==> src/verilog/csi2_pkg.sv <==
package csi2_pkg;

  localparam int WORD_W = 32;

  // Position marker for syndromes that point at no data bit.
  localparam logic [4 : 0] NO_FIX_POS = 5'd31;

  // Data types from here up carry a payload.
  localparam logic [5 : 0] LONG_DT_MIN = 6'h10;

  //////////////////////////////////////////////////
  // ECC coverage of header data bits 23:0.
  //////////////////////////////////////////////////

  localparam logic [5 : 0][23 : 0] PARITY_MASK = {
    24'hEFFC00, // P5.
    24'hDF03F0,
    24'hB8E38E,
    24'h749A6D,
    24'hF2555B,
    24'hF12CB7  // P0.
  };

  // The parity column of data bit k, read as a syndrome, maps back to k.
  function automatic logic [63 : 0][4 : 0] build_rom();
    logic [63 : 0][4 : 0] rom;
    logic [5 : 0]         col;
    for( int i = 0; i < 64; i++ )
      begin
        rom[i] = NO_FIX_POS;
      end
    for( int k = 0; k < 24; k++ )
      begin
        for( int p = 0; p < 6; p++ )
          begin
            col[p] = PARITY_MASK[p][k];
          end
        rom[col] = 5'( k );
      end
    return rom;
  endfunction

  // Syndrome to error bit position.
  localparam logic [63 : 0][4 : 0] ROM_INIT = build_rom();

endpackage

==> src/verilog/csi2_dec_if.sv <==
`timescale 1ns/1ps

interface csi2_dec_if;

  logic                            valid;
  logic [csi2_pkg::WORD_W-1 : 0]   data;
  logic                            error;           // Header had a nonzero syndrome.
  logic                            error_corrected;
  logic                            header_valid;    // Header word in the delay stage.

  modport src
  (
    output valid, data, error, error_corrected, header_valid
  );

  modport dst
  (
    input valid, data, error, error_corrected, header_valid
  );

endinterface

==> src/verilog/csi2_byte_packer.sv <==
`timescale 1ns/1ps

module csi2_byte_packer
(
  input                                 clk_i,
  input                                 srst_i,
  input                                 byte_valid_i,
  input        [7 : 0]                  byte_i,
  input                                 pkt_end_i,
  output logic                          word_valid_o,
  output logic [csi2_pkg::WORD_W-1 : 0] word_data_o,
  output logic                          pkt_done_o
);

logic [1 : 0]                  lane;
logic [csi2_pkg::WORD_W-1 : 0] shreg;
logic [csi2_pkg::WORD_W-1 : 0] shifted;
logic                          emit;
logic                          end_q;
logic                          end_d;

// New bytes enter at the top, so the oldest byte ends up in bits 7:0.
assign shifted = { byte_i, shreg[csi2_pkg::WORD_W-1 : 8] };
assign emit    = byte_valid_i && ( pkt_end_i || lane == 2'd3 );

always_ff @( posedge clk_i, posedge srst_i )
  if( srst_i )
    lane <= 2'd0;
  else
    if( byte_valid_i )
      lane <= pkt_end_i ? 2'd0 : lane + 2'd1;

always_ff @( posedge clk_i )
  if( byte_valid_i )
    shreg <= shifted;

// Stale bytes shift out of a partial word and zeros fill the top.
always_ff @( posedge clk_i )
  if( emit )
    word_data_o <= shifted >> ( 8 * ( 3 - lane ) );

always_ff @( posedge clk_i, posedge srst_i )
  if( srst_i )
    begin
      word_valid_o <= 1'b0;
      end_q        <= 1'b0;
      end_d        <= 1'b0;
      pkt_done_o   <= 1'b0;
    end
  else
    begin
      word_valid_o <= emit;
      end_q        <= byte_valid_i && pkt_end_i; // Marks the last word.
      end_d        <= end_q;
      pkt_done_o   <= end_d;
    end

//////////////////////////////////////////////////
// Source rules.
//////////////////////////////////////////////////

// The done pulse needs quiet input behind a packet.
idle_gap_a: assert property (
  @( posedge clk_i ) disable iff( srst_i )
    ( byte_valid_i && pkt_end_i ) |=> !byte_valid_i [*4]
);

endmodule

==> src/verilog/csi2_hamming_dec.sv <==
`timescale 1ns/1ps

module csi2_hamming_dec
(
  input                                 clk_i,
  input                                 srst_i,
  input                                 valid_i,
  input        [csi2_pkg::WORD_W-1 : 0] data_i,
  input                                 pkt_done_i,
  csi2_dec_if.src                       dec_o
);

logic [5 : 0]                  parity;
logic [5 : 0]                  syndrome;
logic [4 : 0]                  err_pos;
logic                          syn_nz;
logic [csi2_pkg::WORD_W-1 : 0] data_d;
logic                          valid_d;
logic                          header_passed;
logic                          header_valid;
logic                          hdr_err;
logic                          fix;

//////////////////////////////////////////////////
// Syndrome stage.
//////////////////////////////////////////////////

always_comb
  for( int j = 0; j < 6; j++ )
    parity[j] = ^( data_i[23 : 0] & csi2_pkg::PARITY_MASK[j] );

assign syndrome = parity ^ data_i[29 : 24];

always_ff @( posedge clk_i, posedge srst_i )
  if( srst_i )
    syn_nz <= 1'b0;
  else
    syn_nz <= ( syndrome != 6'd0 );

always_ff @( posedge clk_i )
  err_pos <= csi2_pkg::ROM_INIT[syndrome];

always_ff @( posedge clk_i )
  data_d <= data_i;

always_ff @( posedge clk_i, posedge srst_i )
  if( srst_i )
    valid_d <= 1'b0;
  else
    if( pkt_done_i )
      valid_d <= 1'b0;
    else
      valid_d <= valid_i;

//////////////////////////////////////////////////
// Header tracking.
//////////////////////////////////////////////////

// First word of the packet only.
assign header_valid       = valid_d && !header_passed && !pkt_done_i;
assign dec_o.header_valid = header_valid;

assign hdr_err = header_valid && syn_nz;
assign fix     = hdr_err && ( err_pos != csi2_pkg::NO_FIX_POS );

always_ff @( posedge clk_i, posedge srst_i )
  if( srst_i )
    header_passed <= 1'b0;
  else
    if( pkt_done_i )
      header_passed <= 1'b0;
    else
      if( header_valid )
        header_passed <= 1'b1;

//////////////////////////////////////////////////
// Output stage.
//////////////////////////////////////////////////

// Flags hold for the rest of the packet.
always_ff @( posedge clk_i, posedge srst_i )
  if( srst_i )
    begin
      dec_o.error           <= 1'b0;
      dec_o.error_corrected <= 1'b0;
    end
  else
    if( pkt_done_i )
      begin
        dec_o.error           <= 1'b0;
        dec_o.error_corrected <= 1'b0;
      end
    else
      begin
        if( hdr_err )
          dec_o.error <= 1'b1;
        if( fix )
          dec_o.error_corrected <= 1'b1;
      end

// Position is below 24 whenever fix is set.
always_ff @( posedge clk_i )
  dec_o.data <= data_d ^ ( fix ? ( 32'd1 << err_pos ) : 32'd0 );

always_ff @( posedge clk_i, posedge srst_i )
  if( srst_i )
    dec_o.valid <= 1'b0;
  else
    if( pkt_done_i )
      dec_o.valid <= 1'b0;
    else
      dec_o.valid <= valid_d;

corr_needs_err_a: assert property (
  @( posedge clk_i ) disable iff( srst_i )
    dec_o.error_corrected |-> dec_o.error
);

endmodule

==> src/verilog/csi2_header_parse.sv <==
`timescale 1ns/1ps

module csi2_header_parse
(
  input                                 clk_i,
  input                                 srst_i,
  csi2_dec_if.dst                       dec_i,
  output logic                          hdr_valid_o,
  output logic [1 : 0]                  vc_o,
  output logic [5 : 0]                  dt_o,
  output logic [15 : 0]                 wc_o,
  output logic                          ecc_err_o,
  output logic                          ecc_fixed_o,
  output logic                          pay_valid_o,
  output logic [csi2_pkg::WORD_W-1 : 0] pay_data_o,
  output logic                          pay_last_o
);

logic          hdr_q;    // Header word is at the decoder output.
logic          active;
logic [15 : 0] remain;
logic          uncorr;
logic          is_long;
logic          last_word;

assign uncorr    = dec_i.error && !dec_i.error_corrected;
assign is_long   = ( dec_i.data[5 : 0] >= csi2_pkg::LONG_DT_MIN );
assign last_word = ( remain <= 16'd4 );

always_ff @( posedge clk_i, posedge srst_i )
  if( srst_i )
    begin
      hdr_q       <= 1'b0;
      hdr_valid_o <= 1'b0;
      ecc_err_o   <= 1'b0;
      ecc_fixed_o <= 1'b0;
      active      <= 1'b0;
      pay_valid_o <= 1'b0;
      pay_last_o  <= 1'b0;
    end
  else
    begin
      hdr_q       <= dec_i.header_valid;
      hdr_valid_o <= hdr_q;
      pay_valid_o <= 1'b0;
      pay_last_o  <= 1'b0;
      if( hdr_q )
        begin
          ecc_err_o   <= uncorr;
          ecc_fixed_o <= dec_i.error_corrected;
          active      <= is_long && !uncorr && ( dec_i.data[23 : 8] != 16'd0 );
        end
      else
        if( active && dec_i.valid )
          begin
            pay_valid_o <= 1'b1;
            pay_last_o  <= last_word;
            active      <= !last_word; // Padding words are dropped.
          end
    end

// Header fields and the byte countdown.
always_ff @( posedge clk_i )
  if( hdr_q )
    begin
      vc_o   <= dec_i.data[7 : 6];
      dt_o   <= dec_i.data[5 : 0];
      wc_o   <= dec_i.data[23 : 8];
      remain <= dec_i.data[23 : 8];
    end
  else
    if( dec_i.valid )
      remain <= remain - 16'd4;

always_ff @( posedge clk_i )
  if( dec_i.valid )
    pay_data_o <= dec_i.data;

last_in_valid_a: assert property (
  @( posedge clk_i ) disable iff( srst_i )
    pay_last_o |-> pay_valid_o
);

endmodule

==> src/verilog/csi2_rx_header_top.sv <==
`timescale 1ns/1ps

module csi2_rx_header_top
(
  input                                 clk_i,
  input                                 srst_i,
  input                                 byte_valid_i,
  input        [7 : 0]                  byte_i,
  input                                 pkt_end_i,
  output logic                          hdr_valid_o,
  output logic [1 : 0]                  vc_o,
  output logic [5 : 0]                  dt_o,
  output logic [15 : 0]                 wc_o,
  output logic                          ecc_err_o,
  output logic                          ecc_fixed_o,
  output logic                          pay_valid_o,
  output logic [csi2_pkg::WORD_W-1 : 0] pay_data_o,
  output logic                          pay_last_o
);

logic                          word_valid;
logic [csi2_pkg::WORD_W-1 : 0] word_data;
logic                          pkt_done;

csi2_dec_if dec_if();

csi2_byte_packer packer_i
(
  .clk_i        ( clk_i        ),
  .srst_i       ( srst_i       ),
  .byte_valid_i ( byte_valid_i ),
  .byte_i       ( byte_i       ),
  .pkt_end_i    ( pkt_end_i    ),
  .word_valid_o ( word_valid   ),
  .word_data_o  ( word_data    ),
  .pkt_done_o   ( pkt_done     )
);

csi2_hamming_dec dec_i
(
  .clk_i      ( clk_i      ),
  .srst_i     ( srst_i     ),
  .valid_i    ( word_valid ),
  .data_i     ( word_data  ),
  .pkt_done_i ( pkt_done   ),
  .dec_o      ( dec_if     )
);

csi2_header_parse parse_i
(
  .clk_i       ( clk_i       ),
  .srst_i      ( srst_i      ),
  .dec_i       ( dec_if      ),
  .hdr_valid_o ( hdr_valid_o ),
  .vc_o        ( vc_o        ),
  .dt_o        ( dt_o        ),
  .wc_o        ( wc_o        ),
  .ecc_err_o   ( ecc_err_o   ),
  .ecc_fixed_o ( ecc_fixed_o ),
  .pay_valid_o ( pay_valid_o ),
  .pay_data_o  ( pay_data_o  ),
  .pay_last_o  ( pay_last_o  )
);

endmodule
==> config.mk <==
export PLATFORM = sky130hd
export DESIGN_NAME = csi2_rx_header_top
export DESIGN_NICKNAME = d
export VERILOG_FILES = /design/src/verilog/csi2_pkg.sv /design/src/verilog/csi2_dec_if.sv /design/src/verilog/csi2_byte_packer.sv /design/src/verilog/csi2_hamming_dec.sv /design/src/verilog/csi2_header_parse.sv /design/src/verilog/csi2_rx_header_top.sv
export SDC_FILE = /design/constraint.sdc
export NUM_CORES = 1
export LEC_CHECK = 0
export CAP_MARGIN = 30
export CORE_MARGIN = 2
export CORE_UTILIZATION = 60
export DETAILED_ROUTE_END_ITERATION = 7
export DONT_BUFFER_PORTS = 1
export PLACE_DENSITY_LB_ADDON = 0.05
export SLEW_MARGIN = 15
export SYNTH_ARGS = -nofsm -noshare
export SYNTH_HDL_FRONTEND = slang
export SYNTH_SLANG_ARGS = --single-unit
==> constraint.sdc <==
create_clock -name clk_i -period 4.8 [get_ports clk_i]
set_clock_uncertainty 0.05 [all_clocks]
set_input_delay 0.72 -clock clk_i [delete_from_list [all_inputs] [get_ports clk_i]]
set_output_delay 0.72 -clock clk_i [all_outputs]
set_load 0.02 [all_outputs]
Word level (Yosys, flattened, before mapping) --
Memory sizes are Yosys's and may differ from the RTL's. A register that Yosys moved wholly into a read port is not among the register bits. Index checks and enable logic that the tools add are counted.
Word-level totals: bits in read-only memories 320, output and inout bits 61, flip-flop bits (word level) 219, memories 1, bits of input ports 12, logic and storage cells 86
Memory list:
- (name not given) | words 64, bits a word 5, read ports 1, clocked after memory_dff 1, write ports 0, RTL line csi2_hamming_dec.sv:41 | err_pos <= csi2_pkg::ROM_INIT[syndrome];
Operators by class: reductions and logical operators 29, equal/unequal tests 2, magnitude comparators 2, muxes and demuxes 18, shift operators 2, bitwise operators 2, add/sub/neg operators 3
Operators with widths (count):
- $reduce_xor 24->1 | 6
- $mux 16 | 2
- $mux 32 | 1
- $shl 1x5->32 const A | 1
- $shr 32x32->32 | 1
- $xor 32x32->32 | 1
- $le 16x3->1 const B | 1
- $reduce_bool 16->1 | 1
- $sub 16x3->16 const B | 1
- $mux 1 | 14
- $logic_and 1x1->1 | 10
- $reduce_bool 2->1 | 5
- $ge 6x5->1 const B | 1
- $reduce_bool 6->1 | 1
- $xor 6x6->6 | 1
- $logic_not 1->1 | 5
- $ne 5x5->1 const B | 1
- $sub 2x2->3 const A | 1
- $add 2x1->2 const B | 1
- $eq 2x2->1 const B | 1
- $mux 2 | 1
- $logic_or 1x1->1 | 1

Logic depth before layout (Yosys ltp) --
depth in word-level cells 7, depth in mapped cells 11, gate-level depth less buffers 11

Cells and area by module --
Synthesis repeated with hierarchy kept, for this count alone.
Unflattened totals: cells, all modules 599, area, all modules 8476.9 um^2
Modules (own cells, without submodules):
- csi2_hamming_dec | cells an instance 292, seq. area each 1531.5 um^2, times used 1, area each 3128.0 um^2
- csi2_header_parse | cells an instance 171, seq. area each 2337.2 um^2, times used 1, area each 2889.0 um^2
- csi2_byte_packer | cells an instance 136, seq. area each 1831.8 um^2, times used 1, area each 2459.9 um^2

Least setup slack after synthesis --
No wires, ideal clock.
path kind flip-flop to flip-flop, start point register packer_i.word_data_o[21] in the netlist's numbering, end point register dec_i.err_pos[0], data required time 4.634 ns, setup time 0.116 ns, buffers on the path 0, stages on the path, launching flop included 12, slack 1.998 ns, data arrival time 2.637 ns, clock period less this slack 2.802 ns, path through edfxtp_1 > xnor3_1 > xor2_1 > xnor2_1 > and2_1 > nor2_1 > ha_1 > inv_1 > nor2_1 > or3_1 > a2bb2o_2 > a31o_1
Between the ends: longest elaborated chain between the ends 2, elaborated cells on any way between the ends 6, those cells by class bitwise (1); reduce/logical (5)
Ends and longest elaborated chain:
- start, declared | RTL line csi2_byte_packer.sv:11 | output logic [csi2_pkg::WORD_W-1 : 0] word_data_o,
- start signal, assigned | RTL line csi2_byte_packer.sv:40 | word_data_o <= shifted >> ( 8 * ( 3 - lane ) );
- $reduce_xor 24->1 | RTL line csi2_hamming_dec.sv:30 | parity[j] = ^( data_i[23 : 0] & csi2_pkg::PARITY_MASK[j] );
- $xor 6x6->6 (*) | RTL line csi2_hamming_dec.sv:32 | assign syndrome = parity ^ data_i[29 : 24];
- end, declared | RTL line csi2_hamming_dec.sv:15 | logic [4 : 0] err_pos;
Every way passes the cells marked *; elsewhere a longest branch is shown, timed or not. A chain may end at the register's enable or synchronous reset.

Final worst setup path --
Same ends and word-level chain as after synthesis.

==> impl_metrics.tcl <==
set metrics [dict create \
    status "complete, no violations" \
    setup_viol 0 \
    routed_via_density 5.47 \
    synth_edf_count 128 \
    vias 4469 \
    syn_nets 626 \
    hold_viol 0 \
    drv_cap 0 \
    synth.most_common_cell "edfxtp_1" \
    cts_buffers 22 \
    dr.pass1.iters 4 \
    async_flop_share_pct 8.80 \
    cts_tree "done" \
    fp.dieW_um 122 \
    grt.overflow.total 0 \
    die_height_um 122 \
    grt_first_pass_wirelength_um 23500 \
    gr-usage-met3_pct 4.03 \
    period_share_pct 63.4 \
    finalSetupTns_ps 0 \
    tightest_slew_ps 733 \
    grt_max_degree 46 \
    seqCellArea_mm2 0.00570 \
    htree_levels 1 \
    yosys_warnings 0 \
    root_buffer "clkbuf_16" \
    yosys-top-cells-area "edfxtp_1 46%, dfxtp_1 17%, dfrtp_1 5.7%, xnor2_1 4.9%, xor2_1 3.9%" \
    num_rows 43 \
    end_kind "flop" \
    min_path_type "input port to async pin" \
    startpoint_type "flop" \
    clk_latency_ps 500 \
    fmax_mhz 329 \
    die_area_mm2 0.0149 \
    grt_use_met2_pct 35.1 \
    p_leak_uw 0.00346 \
    syn-cell-area_mm2 0.00837 \
    initial_core_util_pct 60.8 \
    finalCriticalPeriod_ps 3040 \
    synth_seq_cells 216 \
    diodes 0 \
    design_area_mm2 0.00926 \
    synth_ff_type "edfxtp_1" \
    ys_top_cells_by_count "128 x edfxtp_1, 69 x dfxtp_1, 61 x nor2_1, 47 x xnor2_1" \
    p_per_area_mw_per_mm2 572 \
    multi_input_area_mm2 0.00256 \
    slew_violations 0 \
    post_dp_cell_area_mm2 0.00858 \
    grt_busiest_layer "met2" \
    port_buffers 0 \
    ctsHoldBuffers 0 \
    first_global_vias 4484 \
    nets 638 \
    rsz0062_at_grt "no" \
    clock_sinks 216 \
    dpl.hpwl_um 10600 \
    cts_resized 0 \
    post-route-util_pct 67.2 \
    area_delta_synth_final_pct 10.6 \
    synth_top_area_share_pct 45.9 \
    clkTransAtPathRegs_ps 60 \
    ys_seq_area_share_pct 68.1 \
    drive_above_1_share_pct 9.26 \
    slew-limit-headroom_pct 51.1 \
    cp.required_ps 5140 \
    ir_drop_uv 297 \
    cts_buffer_depth 3 \
    post_drt_wl_per_cell_um 18.3 \
    avgSynthCellArea_um2 13.7 \
    gp_congestion 0.943 \
    ys_types 51 \
    pin_count 73 \
    yosys.area.top_type "edfxtp_1" \
    antenna_found_initial 0 \
    syn_inst 609 \
    track_usage_pct 20.6 \
    grt.met1_usage_pct 26.2 \
    critPathMaxFanout 7 \
    arrival_ps 3380 \
    core-area_mm2 0.0138 \
    fin_total_pwr_uw 5300 \
    nFillCells 1021 \
    postRouteAntennaNets 0 \
    criticalPathCategory "flop to flop" \
    drt_iter0_markers 315 \
    post_cts_buffers 0 \
    wirelength_um 15000 \
    drc 0 \
]
report_power, final:
| part | leakage, uW | switching (uW) | internal [uW] | total (uW) |
|---|---|---|---|---|
| sequential | 0.00203 | 178 | 2170 | 2350 |
| clock | 0.000333 | 670 | 909 | 1580 |
| combinational | 0.00109 | 784 | 585 | 1370 |
| total | 0.00346 | 1630 | 3670 | 5300 |
critical path, cell delays in order, from the launching register on:
cell      delay, ps
edfxtp_1        440
xnor3_1         400
xor2_1          170
xnor2_1         440
and2_1          230
nor2_1           60
ha_1            270
inv_1            70
nor2_1           60
or3_1           320
a2bb2o_2        260
a31o_1          170
state kept, by name, summed over array words and instances, names as in the netlist, 2 cells and up:
name / flops
parse_i.dt_o: 6
parse_i.wc_o: 16
packer_i.shreg: 24
dec_i.dec_o.data: 32
parse_i.remain: 16
packer_i.word_data_o: 32
dec_i.data_d: 32
parse_i.pay_data_o: 32
packer_i.lane: 2
dec_i.err_pos: 5
parse_i.vc_o: 2
path summary, 6_finish.rpt:
path | from | end | slack [ps] | cells past startpoint
max in group asynchronous | srst_i | parse_i.hdr_q | 4000 | 1
worst max register to register | packer_i.word_data_o[21] | dec_i.err_pos[0] | 1760 | 11
min in group clk_i | byte_i[4] | packer_i.shreg[28] | 260 | 0
worst max-delay path | packer_i.word_data_o[21] | dec_i.err_pos[0] | 1760 | 11
worst min register to register | dec_i.data_d[31] | dec_i.dec_o.data[31] | 280 | 0
worst min-delay path | srst_i | packer_i.lane[0] | 180 | 1
metal layers:
layer | vias up | part of all wire, %
li1 | 2181 | -
met1 | 2137 | 43
met2 | 118 | 50
met3 | 33 | 4.8
met4 | 0 | 2.8
met5 | - | 0
kinds of logic after synthesis:
| group | share of synthesized area, % |
|---|---|
| buf+inv | 1.29 |
| mux | 4.05 |
| simple gates | 10.3 |
| fa+ha+maj | 0.747 |
| flops | 68.1 |
| compound gates | 4.41 |
| xor+xnor | 11.2 |
cell type report:
type                    count  area share [%]
well taps                 180            2.43
flip-flops and latches    216            61.6
clock buffers              30            6.72
repair buffers              5           0.541
clock inverters            10           0.568
inverters                  11           0.446
multi-input cells         365            27.7
layout by cell type, fill, tap and decap left out, types with 10 or more instances in the layout:
cell       netlist  routed
mux2i_1         20      20
clkbuf_16        0      23
mux2_2          11      11
xnor2_1         47      47
a21oi_1         10      10
edfxtp_1       128     128
inv_1           10      10
nand2_1         37      37
dfrtp_1         19      18
xor2_1          37      37
o21ai_0         19      19
nor2_1          61      61
dfxtp_1         69      69
nand3_1         10      10
nor3_1          11      11
per-stage QoR:
step | hold slack (ps) | setup slack (ps) | cells
floorplan | 273 | 2000 | 609
global placement | 263 | 1850 | 776
detailed placement | 269 | 1770 | 777
CTS | 199 | 1740 | 817
global route | 242 | 1510 | 817
finish | 181 | 1760 | 817
Note: power is estimated with default switching activity, not from simulation.
